### src/verilog/game_pkg.sv
package game_pkg;

    // Number of minigame cores that run side by side in the console.
    localparam int NUM_GAMES = 3;

    // Game select code. Values 0 to 2 name a core, 3 means the menu is shown.
    typedef logic [1:0] game_sel_t;

    localparam game_sel_t SEL_MENU = 2'd3;  // No game is active.

    // State code shown on the console. The menu adds its highlighted mode to the base.
    typedef logic [3:0] game_state_t;

    localparam game_state_t ST_IDLE      = 4'd0;  // Core waits for its start pulse.
    localparam game_state_t ST_WAIT      = 4'd1;  // Target is on the LEDs, waiting for a press.
    localparam game_state_t ST_JUDGE     = 4'd2;  // The press is being scored.
    localparam game_state_t ST_DONE      = 4'd3;  // All rounds have been played.
    localparam game_state_t ST_MENU_BASE = 4'd8;  // Menu code is this plus the mode.

    // Saturation limit of the 3-bit score.
    localparam logic [2:0] SCORE_MAX = 3'd7;

    // Everything one core shows on the console, 18 bits in all.
    typedef struct packed {
        logic [2:0]  leds;   // Target index, 0 to 6.
        game_state_t state;  // Current state code.
        logic [6:0]  move;   // Last press, one bit per button.
        logic [2:0]  score;  // Hits so far, stops at 7.
        logic        done;   // High once the game is over.
    } game_status_t;

endpackage

### src/verilog/game_selector.sv
`timescale 1ns/1ps

module game_selector import game_pkg::*; (
    input  logic                 clock,
    input  logic                 arst_n,
    input  game_sel_t            mode,         // Mode switches, a level.
    input  logic                 confirm,      // Confirm button, a level.
    input  logic [6:0]           buttons,      // Play buttons, a level.
    input  logic                 active_done,  // Done flag of the shown game.
    output game_sel_t            minigame,     // Active game or SEL_MENU.
    output game_state_t          menu_state,   // Menu code for the display.
    output logic [NUM_GAMES-1:0] start,        // One-cycle start pulse per core.
    output logic [NUM_GAMES-1:0] press,        // One-cycle press pulse per core.
    output logic [6:0]           press_vec     // Button vector that goes with a press.
);

    game_sel_t  mode_q;        // Sampled mode switches.
    logic       confirm_q;     // Sampled confirm button.
    logic       confirm_prev;  // Confirm as seen one sample earlier.
    logic [6:0] buttons_q;     // Sampled play buttons.
    logic [6:0] buttons_prev;  // Buttons as seen one sample earlier.
    logic       confirm_edge;
    logic       press_edge;
    logic       in_menu;

    // First stage. Every input is sampled once and the previous sample is kept
    // next to it, so the edge detect below works on clean registered values.
    always_ff @(posedge clock or negedge arst_n) begin
        if (!arst_n) begin
            mode_q       <= '0;
            confirm_q    <= 1'b0;
            confirm_prev <= 1'b0;
            buttons_q    <= '0;
            buttons_prev <= '0;
        end else begin
            mode_q       <= mode;
            confirm_q    <= confirm;
            confirm_prev <= confirm_q;
            buttons_q    <= buttons;
            buttons_prev <= buttons_q;
        end
    end

    assign confirm_edge = confirm_q && !confirm_prev;  // Rising edge of confirm.

    // A press is counted only when the buttons leave the all-released state.
    // Adding a second button while one is still held does not count again.
    assign press_edge = (buttons_q != '0) && (buttons_prev == '0);

    assign in_menu = (minigame == SEL_MENU);

    // The menu shows its base code plus the highlighted mode.
    assign menu_state = ST_MENU_BASE + game_state_t'(mode_q);

    // Second stage. Selection register and the registered pulses to the cores.
    always_ff @(posedge clock or negedge arst_n) begin
        if (!arst_n) begin
            minigame <= SEL_MENU;
            start    <= '0;
            press    <= '0;
        end else begin
            start <= '0;  // Pulses last exactly one cycle.
            press <= '0;
            if (confirm_edge) begin
                if (in_menu) begin
                    // Mode 3 is not a game, so the menu stays up.
                    if (mode_q != SEL_MENU) begin
                        minigame      <= mode_q;
                        start[mode_q] <= 1'b1;
                    end
                end else if (active_done) begin
                    minigame <= SEL_MENU;  // Game over, back to the menu.
                end
                // Confirm during play is ignored.
            end
            if (press_edge && !in_menu) begin
                press[minigame] <= 1'b1;  // Only the active core hears the press.
            end
        end
    end

    // The button vector is payload. It is held from one press to the next,
    // so the core can take it together with the pulse.
    always_ff @(posedge clock) begin
        if (press_edge && !in_menu) begin
            press_vec <= buttons_q;
        end
    end

endmodule

### src/verilog/game_core.sv
`timescale 1ns/1ps

module game_core import game_pkg::*; #(
    parameter int         ROUNDS = 4,    // Judged rounds before the game is over.
    parameter logic [2:0] SEED   = 3'd1  // LFSR start value, must not be zero.
) (
    input  logic         clock,
    input  logic         arst_n,
    input  logic         start,      // One-cycle pulse, restarts the game.
    input  logic         press,      // One-cycle pulse, a button was pressed.
    input  logic [6:0]   press_vec,  // Buttons that were pressed.
    output game_status_t status      // Everything this core shows.
);

    // Round counter wide enough to hold ROUNDS-1.
    localparam int            RW         = (ROUNDS > 1) ? $clog2(ROUNDS) : 1;
    localparam logic [RW-1:0] LAST_ROUND = RW'(ROUNDS - 1);

    game_state_t   state;          // FSM state.
    logic [2:0]    lfsr;           // Target generator, never zero.
    logic [2:0]    lfsr_next;
    logic [2:0]    target;         // Target index, 0 to 6.
    logic [6:0]    target_onehot;  // Button that scores a hit.
    logic [6:0]    move;           // Last press.
    logic [2:0]    score;          // Hit count.
    logic [RW-1:0] round_cnt;      // Rounds judged so far.
    logic          hit;            // Press matches the target exactly.

    // Taps at x^3 + x^2 + 1 walk all seven nonzero values before repeating.
    assign lfsr_next = {lfsr[1:0], lfsr[2] ^ lfsr[1]};

    assign target        = lfsr - 3'd1;  // Maps 1..7 onto button 0..6.
    assign target_onehot = 7'b1 << target;

    // Two buttons at once or the wrong button both miss.
    assign hit = (press_vec == target_onehot);

    always_ff @(posedge clock or negedge arst_n) begin
        if (!arst_n) begin
            state     <= ST_IDLE;
            lfsr      <= SEED;
            move      <= '0;
            score     <= '0;
            round_cnt <= '0;
        end else if (start) begin
            // A start wins in every state and begins a fresh game.
            state     <= ST_WAIT;
            lfsr      <= SEED;
            move      <= '0;
            score     <= '0;
            round_cnt <= '0;
        end else begin
            case (state)
                ST_WAIT: begin
                    if (press) begin
                        // The move and the score are taken as the press arrives.
                        // The pulse and its vector are only valid on this cycle.
                        move <= press_vec;
                        if (hit && (score != SCORE_MAX)) begin
                            score <= score + 3'd1;  // Saturates at 7.
                        end
                        state <= ST_JUDGE;
                    end
                end
                ST_JUDGE: begin
                    lfsr <= lfsr_next;  // New target for the next round.
                    if (round_cnt == LAST_ROUND) begin
                        state <= ST_DONE;  // That was the final round.
                    end else begin
                        round_cnt <= round_cnt + 1'b1;
                        state     <= ST_WAIT;
                    end
                end
                default: begin
                    // Idle and done hold until the next start pulse.
                    // Presses seen here are dropped.
                    state <= state;
                end
            endcase
        end
    end

    // Status word for the multiplexer. The LEDs stay dark until the
    // first start so that an idle core shows all zeros.
    always_comb begin
        status.leds  = (state == ST_IDLE) ? 3'd0 : target;
        status.state = state;
        status.move  = move;
        status.score = score;
        status.done  = (state == ST_DONE);
    end

endmodule

### src/verilog/mux_out.sv
`timescale 1ns/1ps

module mux_out import game_pkg::*; (
    input  game_sel_t    minigame,            // Which game is shown.
    input  game_status_t status [NUM_GAMES],  // One status word per core.
    input  game_state_t  menu_state,          // Menu code from the selector.
    output game_status_t status_out,          // What goes to the console pins.
    output logic         active_done          // Done flag of the shown game.
);

    // Pure combinational select, no added latency.
    always_comb begin
        case (minigame)
            2'd0: begin
                status_out = status[0];
            end
            2'd1: begin
                status_out = status[1];
            end
            2'd2: begin
                status_out = status[2];
            end
            default: begin
                // SEL_MENU. Everything dark apart from the menu code.
                status_out.leds  = 3'd0;
                status_out.state = menu_state;
                status_out.move  = 7'd0;
                status_out.score = 3'd0;
                status_out.done  = 1'b0;
            end
        endcase
    end

    // The selector decides on done. It is always low in the menu.
    assign active_done = status_out.done;

endmodule

### src/verilog/game_console_top.sv
`timescale 1ns/1ps

module game_console_top import game_pkg::*; #(
    parameter int         ROUNDS_0 = 4,     // Round count of game 0.
    parameter int         ROUNDS_1 = 6,     // Round count of game 1.
    parameter int         ROUNDS_2 = 9,     // Round count of game 2.
    parameter logic [2:0] SEED_0   = 3'd1,  // First target source of game 0.
    parameter logic [2:0] SEED_1   = 3'd5,  // First target source of game 1.
    parameter logic [2:0] SEED_2   = 3'd6   // First target source of game 2.
) (
    input  logic        clock,
    input  logic        arst_n,
    input  game_sel_t   mode,     // Mode switches.
    input  logic        confirm,  // Confirm button.
    input  logic [6:0]  buttons,  // Play buttons.
    output logic [2:0]  leds,     // Target index of the shown game.
    output game_state_t state,    // State code, or the menu code.
    output logic [6:0]  move,     // Last press of the shown game.
    output logic [2:0]  score,    // Score of the shown game.
    output logic        done      // Shown game is over.
);

    // Per-core settings, picked by generate index below.
    localparam int         ROUNDS_TAB [NUM_GAMES] = '{ROUNDS_0, ROUNDS_1, ROUNDS_2};
    localparam logic [2:0] SEED_TAB   [NUM_GAMES] = '{SEED_0, SEED_1, SEED_2};

    game_sel_t            minigame;
    game_state_t          menu_state;
    logic [NUM_GAMES-1:0] start;
    logic [NUM_GAMES-1:0] press;
    logic [6:0]           press_vec;
    logic                 active_done;
    game_status_t         status [NUM_GAMES];
    game_status_t         status_out;

    game_selector u_selector (
        .clock       (clock),
        .arst_n      (arst_n),
        .mode        (mode),
        .confirm     (confirm),
        .buttons     (buttons),
        .active_done (active_done),
        .minigame    (minigame),
        .menu_state  (menu_state),
        .start       (start),
        .press       (press),
        .press_vec   (press_vec)
    );

    // The cores are the same design and differ only in rounds and seed.
    for (genvar g = 0; g < NUM_GAMES; g++) begin : g_core
        game_core #(
            .ROUNDS (ROUNDS_TAB[g]),
            .SEED   (SEED_TAB[g])
        ) u_core (
            .clock     (clock),
            .arst_n    (arst_n),
            .start     (start[g]),
            .press     (press[g]),
            .press_vec (press_vec),  // Shared, only the pulsed core takes it.
            .status    (status[g])
        );
    end

    mux_out u_mux (
        .minigame    (minigame),
        .status      (status),
        .menu_state  (menu_state),
        .status_out  (status_out),
        .active_done (active_done)
    );

    // Status word out to the pins.
    assign leds  = status_out.leds;
    assign state = status_out.state;
    assign move  = status_out.move;
    assign score = status_out.score;
    assign done  = status_out.done;

endmodule

### config.mk
export PLATFORM = sky130hd
export DESIGN_NAME = game_console_top
export DESIGN_NICKNAME = d
export VERILOG_FILES = /design/src/verilog/game_pkg.sv /design/src/verilog/game_selector.sv /design/src/verilog/game_core.sv /design/src/verilog/mux_out.sv /design/src/verilog/game_console_top.sv
export SDC_FILE = /design/constraint.sdc
export NUM_CORES = 1
export LEC_CHECK = 0
export ABC_AREA = 1
export BUFFER_PORTS_ARGS = -buffer_cell sky130_fd_sc_hd__buf_2
export CAP_MARGIN = 15
export CELL_PAD_IN_SITES_DETAIL_PLACEMENT = 2
export CELL_PAD_IN_SITES_GLOBAL_PLACEMENT = 2
export CORE_MARGIN = 5
export CORE_UTILIZATION = 34
export CTS_CLUSTER_SIZE = 8
export DETAILED_ROUTE_END_ITERATION = 6
export GPL_TIMING_DRIVEN = 0
export HOLD_SLACK_MARGIN = 0.15
export PLACE_DENSITY_LB_ADDON = 0.25
export SKIP_LAST_GASP = 1
export SYNTH_ARGS = -nofsm -noshare
export SYNTH_HDL_FRONTEND = slang
export SYNTH_SLANG_ARGS = --single-unit
### constraint.sdc
create_clock -name clock -period 2.46 [get_ports clock]
set_clock_uncertainty 0.1 [all_clocks]
set_input_delay 0.246 -clock clock [delete_from_list [all_inputs] [get_ports clock]]
set_output_delay 0.246 -clock clock [all_outputs]
set_load 0.02 [all_outputs]
Word level (Yosys, flattened, before mapping)

Cells that the tools add are included.

Shifts and indexed selects: 3
Equal/unequal tests: 29
Multiplexer cells: 63
$add $sub $neg: 10
Reduce and logical (&&, ||, !) cells: 45
Bitwise gates (word level): 3
Order comparisons: 4

Operators with widths:

| kind                | count |
|---|---|
| $mux 3              | 28 |
| $mux 7              | 9 |
| $pmux 18 s3         | 1 |
| $mux 4              | 9 |
| $reduce_bool 2->1   | 13 |
| $eq 4x2->1 const B  | 6 |
| $pmux 4 s2          | 3 |
| $eq 7x7->1          | 3 |
| $shl 1x3->7 const A | 3 |
| $mux 2              | 9 |
| $ne 3x3->1 const B  | 6 |
| $reduce_and 2->1    | 9 |
| $add 3x1->3 const B | 4 |
| $eq 4x1->1 const B  | 3 |
| $logic_not 4->1     | 3 |
| $reduce_and 3->1    | 4 |
| $ne 2x2->1 const B  | 5 |
| $reduce_bool 3->1   | 3 |
| $sub 3x1->3 const B | 3 |
| $logic_and 1x1->1   | 8 |
| $logic_not 7->1     | 1 |
| $reduce_bool 7->1   | 1 |
| $eq 2x2->1 const B  | 3 |
| $lt 2x3->1 const B  | 2 |
| 12 further kinds    | 18 |

Input bits: 12
Output and inout bits: 18
Register bits after elaboration: 93
Logic and storage cells: 181

Longest topological paths before layout

Depth after elaboration: 8
Mapped depth: 14
Depth with buffers taken out: 14

By module

A second synthesis with hierarchy kept.

Cell total of the unflattened synthesis: 603
Area total of the unflattened synthesis: 4951.0 um2

By module, submodules not included:

| module                        | sequential area each (um2) | times used | cells an instance | area each (um2) |
|---|---|---|---|---|
| game_core at g_core[2].u_core | 478.0                      | 1          | 151               | 1213.7 |
| game_core at g_core[1].u_core | 452.9                      | 1          | 144               | 1124.8 |
| game_core at g_core[0].u_core | 426.7                      | 1          | 141               | 1092.3 |
| game_selector                 | 863.3                      | 1          | 80                | 1066.0 |
| mux_out                       | 0.0                        | 1          | 87                | 454.2 |

Worst setup path before layout

No wires, ideal clock.

Path kind: register to output
From: reg u_selector.minigame[0]
To: out state[0]
Path buffers: 1
Required time: 2.114 ns
Path slack: 0.594 ns
Arrival: 1.520 ns
Cell stages (with the launch flop): 7
Path through: dfstp_2 > ha_1 > buf_2 > inv_1 > o22ai_1 > nor2_1 > a21oi_1

Longest elaborated chain between the ends: 2
Elaborated cells on any way between the ends: 4
Classes of those cells: 2 x eq/ne; 1 x mux; 1 x reduce/logical

Ends and longest elaborated chain:

| element                            | RTL line               | source |
|---|---|---|
| from (decl)                        | game_selector.sv:10    | `output game_sel_t minigame,` |
| from (signal assigned)             | game_selector.sv:68    | `minigame <= mode_q;` |
| $eq 2x2->1 (tied with other cells) | mux_out.sv:13          | `case (minigame)` |
| $pmux 18 s3 (*)                    | mux_out.sv:13          |  |
| to (decl)                          | game_console_top.sv:17 | `output game_state_t state,` |

Mark *: on every way between the ends. The rest lies on a longest branch, timed or not.

Final worst setup path

From: reg u_selector.minigame[0]
To: out done

Longest elaborated chain between the ends: 2
Elaborated cells on any way between the ends: 4
Classes of those cells: 2 x eq/ne; 1 x mux; 1 x reduce/logical

Ends and longest elaborated chain:

| element                            | RTL line               | source |
|---|---|---|
| $eq 2x2->1 (tied with other cells) | mux_out.sv:13          |  |
| $pmux 18 s3 (*)                    | mux_out.sv:13          |  |
| to (decl)                          | game_console_top.sv:20 | `output logic done` |

Marks and branches as above.

==> results.sh <==
export IMPL_path_class="flop to output pin"
export IMPL_final_max_slew_viol_count=0
export IMPL_path_cells="ha_4 -> clkinvlp_4 -> o22ai_2 -> nand2_1 -> nand2_1 -> nand2_1 -> inv_1 -> buf_2"
export IMPL_synth_enable_flop_cells=7
export IMPL_synth_ff_type="dfrtp_1"
export IMPL_slew_headroom_pct=62.0
export IMPL_wl_per_cell_um=18.0
export IMPL_yosysMostFrequentCell="nand2_1"
export IMPL_worst_setup_path_end_kind="output pin"
export IMPL_grt_setup_unrepaired="yes"
export IMPL_cts_sink_count=87
export IMPL_drive_above_1_share_pct=15.9
export IMPL_first_pass_iters=5
export IMPL_cts_tree="done"
export IMPL_fin_crit_sh_pct=96.4
export IMPL_grt_max_degree=43
export IMPL_syn_area_um2=4630
export IMPL_dp_hpwl_um=11000
export IMPL_rr_worst_depth=7
export IMPL_rows=42
export IMPL_netlist_area_leader_share_pct=39.5
export IMPL_switchingPower_uw=690
export IMPL_internal_power_mw=2.36
export IMPL_p_sw_share_pct=22.6
export IMPL_drc=0
export IMPL_setup_tns_final_ns=0
export IMPL_syn2layout_area_growth_pct=20.8
export IMPL_power_mw=3.05
export IMPL_leakage_nw=2.84
export IMPL_core_um2=13300
export IMPL_clk_pin_slew_ns=0.07
export IMPL_synth_warnings=0
export IMPL_die_area_um2=16000
export IMPL_synthArstFlopShare_pct=92.0
export IMPL_n_fill_cell=1515
export IMPL_die_w_um=127
export IMPL_yosysSeqAreaShare_pct=48.0
export IMPL_synth_seq_cells=87
export IMPL_grt_first_pass_wirelength_um=24500
export IMPL_fin_crit_ns=2.37
export IMPL_grt_use_total_pct=19.5
export IMPL_wl_um=14500
export IMPL_ys_top_cells_by_count="153 x nand2_1, 81 x inv_1, 73 x dfrtp_1"
export IMPL_gr_total_overflow=0
export IMPL_nNetsFinal=672
export IMPL_critPathMaxFanout=5
export IMPL_gp_congestion=0.853
export IMPL_via_count=4061
export IMPL_powerDensity_nw_per_um2=546
export IMPL_fp_dieH_um=127
export IMPL_worstPathRequired_ns=2.11
export IMPL_hold_violations=0
export IMPL_cap_violations=0
export IMPL_ioPinCount=30
export IMPL_cts_buffers=9
export IMPL_cts_htree_levels=3
export IMPL_pwr_share_seq_pct=48.3
export IMPL_start_kind="flop"
export IMPL_synth_largest_area_cell="dfrtp_1"
export IMPL_post_synth_num_cell_types=32
export IMPL_synthesis_area_per_instance_um2=8.05
export IMPL_clk_latency_ns=0.35
export IMPL_setup_viol=0
export IMPL_max_clock_freq_mhz=422
export IMPL_root_buffer="clkbuf_16"
export IMPL_status="finished, final reports clean"
export IMPL_worst_pin_slew_ns=0.564
export IMPL_viasPerCell=5.01
export IMPL_syn_nets=618
export IMPL_worstPathArrival_ns=2.02
export IMPL_slowest_stage="dfstp_2"
export IMPL_initialDrtViolationCount=132
export IMPL_antenna_cells=0
export IMPL_synth_top_cells_by_area="dfrtp_1 39%, nand2_1 12%, ha_1 8.4%"
export IMPL_ant_nets=0
export IMPL_slowest_delay_ns=0.61
export IMPL_min_path_type="flop to flop"
export IMPL_comb_power_share_pct=2.1
export IMPL_initial_utilization_pct=34.8
export IMPL_hold_depth=0
export IMPL_grt_pass1_vias=4683
export IMPL_syn_inst=575
export IMPL_final_util_pct=42.1
export IMPL_vdd_ir_drop_max_uv=411
export IMPL_antenna_found_initial=0
export IMPL_cp_common_cell="nand2_1"
export IMPL_clkPwrFrac_pct=49.6
export IMPL_cts_path_max_buffers=2
export IMPL_io_buffer_count=28
==> layer usage <==
metal / part of all wire (%) / vias up / wire, um / global-route usage, %
met1: 44 / 2039 / 6360 / 23.4
met2: 52 / 42 / 7580 / 35.3
met5: 0 / - / 0 / 0
met3: 1.9 / 21 / 279 / 2.69
li1: - / 1959 / - / -
met4: 2.2 / 0 / 322 / 7.13
==> worst paths after layout <==
path / start / end / slack, ns
min in group asynchronous: arst_n / g_core[2].u_core.score[1]$_DFFE_PN0P_ / 0.33
setup / recovery: u_selector.minigame[0]$_DFFE_PN1P_ / done / 0.09
setup reg to reg: u_selector.minigame[0]$_DFFE_PN1P_ / u_selector.press[2]$_DFF_PN0_ / 0.23
hold reg to reg: u_selector.confirm_q$_DFF_PN0_ / u_selector.confirm_prev$_DFF_PN0_ / 0.29
hold / removal: u_selector.confirm_q$_DFF_PN0_ / u_selector.confirm_prev$_DFF_PN0_ / 0.29
max in group asynchronous: arst_n / g_core[1].u_core.lfsr[0]$_DFFE_PN1P_ / 1.24
==> power groups by stage <==
stage,clock network (mW),logic (mW),registers [mW]
after CTS,1.56,0.0666,1.47
after detailed placement,0,0.0528,1.50
after floorplan,0,0.00857,1.50
final,1.51,0.0650,1.47
after global routing,1.62,0.0746,1.47
after global placement,0,0.0451,1.50
==> registers in the layout (all words and copies together) (netlist names) <==
name,cells
u_selector.buttons_q,7
u_selector.start,3
u_selector.minigame,2
g_core.u_core.score,9
u_selector.confirm_q,1
u_selector.press,3
u_selector.press_vec,7
g_core.u_core.move,21
u_selector.buttons_prev,7
g_core.u_core.round_cnt,9
g_core.u_core.lfsr,9
g_core.u_core.state,6
u_selector.confirm_prev,1
u_selector.mode_q,2
==> kinds of logic after synthesis <==
family          Yosys count  synth area share, %
other cells               1               0.0810
fa+ha+maj                31                 8.38
flops                    87                 48.0
xor+xnor                  3                0.568
compound gates           77                 9.19
buf+inv                  93                 7.73
simple gates            283                 26.1
==> layout by cell type (no fill, tap or decap), types with 11 or more instances in the layout <==
| cell | n |
|---|---|
| nand2_1 | 150 |
| inv_1 | 77 |
| dfrtp_1 | 73 |
| nand3_1 | 58 |
| nor2_1 | 46 |
| o21ai_0 | 44 |
| buf_2 | 30 |
| ha_1 | 26 |
| a21oi_1 | 12 |
| dlygate4sd3_1 | 11 |
==> stage by stage <==
stage,hold WS (ns),worst slack [ns],instances,area [um^2]
after floorplan,-0.150,0.594,575,4630
after global placement,0.254,0.108,779,4990
after detailed placement,0.166,0.00742,780,5010
after CTS,0.290,0.00680,811,5540
after global routing,0.296,-0.0913,810,5590
final,0.287,0.0897,810,5590
==> repair_timing <==
item                       in CTS  in global routing
hold endpoints to repair       48                  0
setup endpoints to repair      16                 17
setup buffers                   4                  0
cloned                          0                  0
hold buffers                   11                  0
pin swaps                       1                  1
resized for setup              19                 20
==> critical path: cells and delay by family, from the launching register on <==
kind                       cells  cell delay [ns]
DFF                            1             0.61
adders and majority gates      1             0.18
AOI/OAI and AO/OA              1             0.24
buffers and inverters          3             0.39
and+or+nand+nor                3             0.25
==> area by class of cell <==
type / instances / area [um^2] / area share [%]
flip-flops and latches: 87 / 2220 / 39.7
multi-input cells: 395 / 2140 / 38.2
inverters: 85 / 323 / 5.77
repair buffers: 44 / 312 / 5.57
clock buffers: 10 / 250 / 4.47
well taps: 176 / 220 / 3.94
clock inverters: 6 / 81.3 / 1.45
plain buffers: 7 / 47.5 / 0.850
Power figures use the tool's default switching activity.
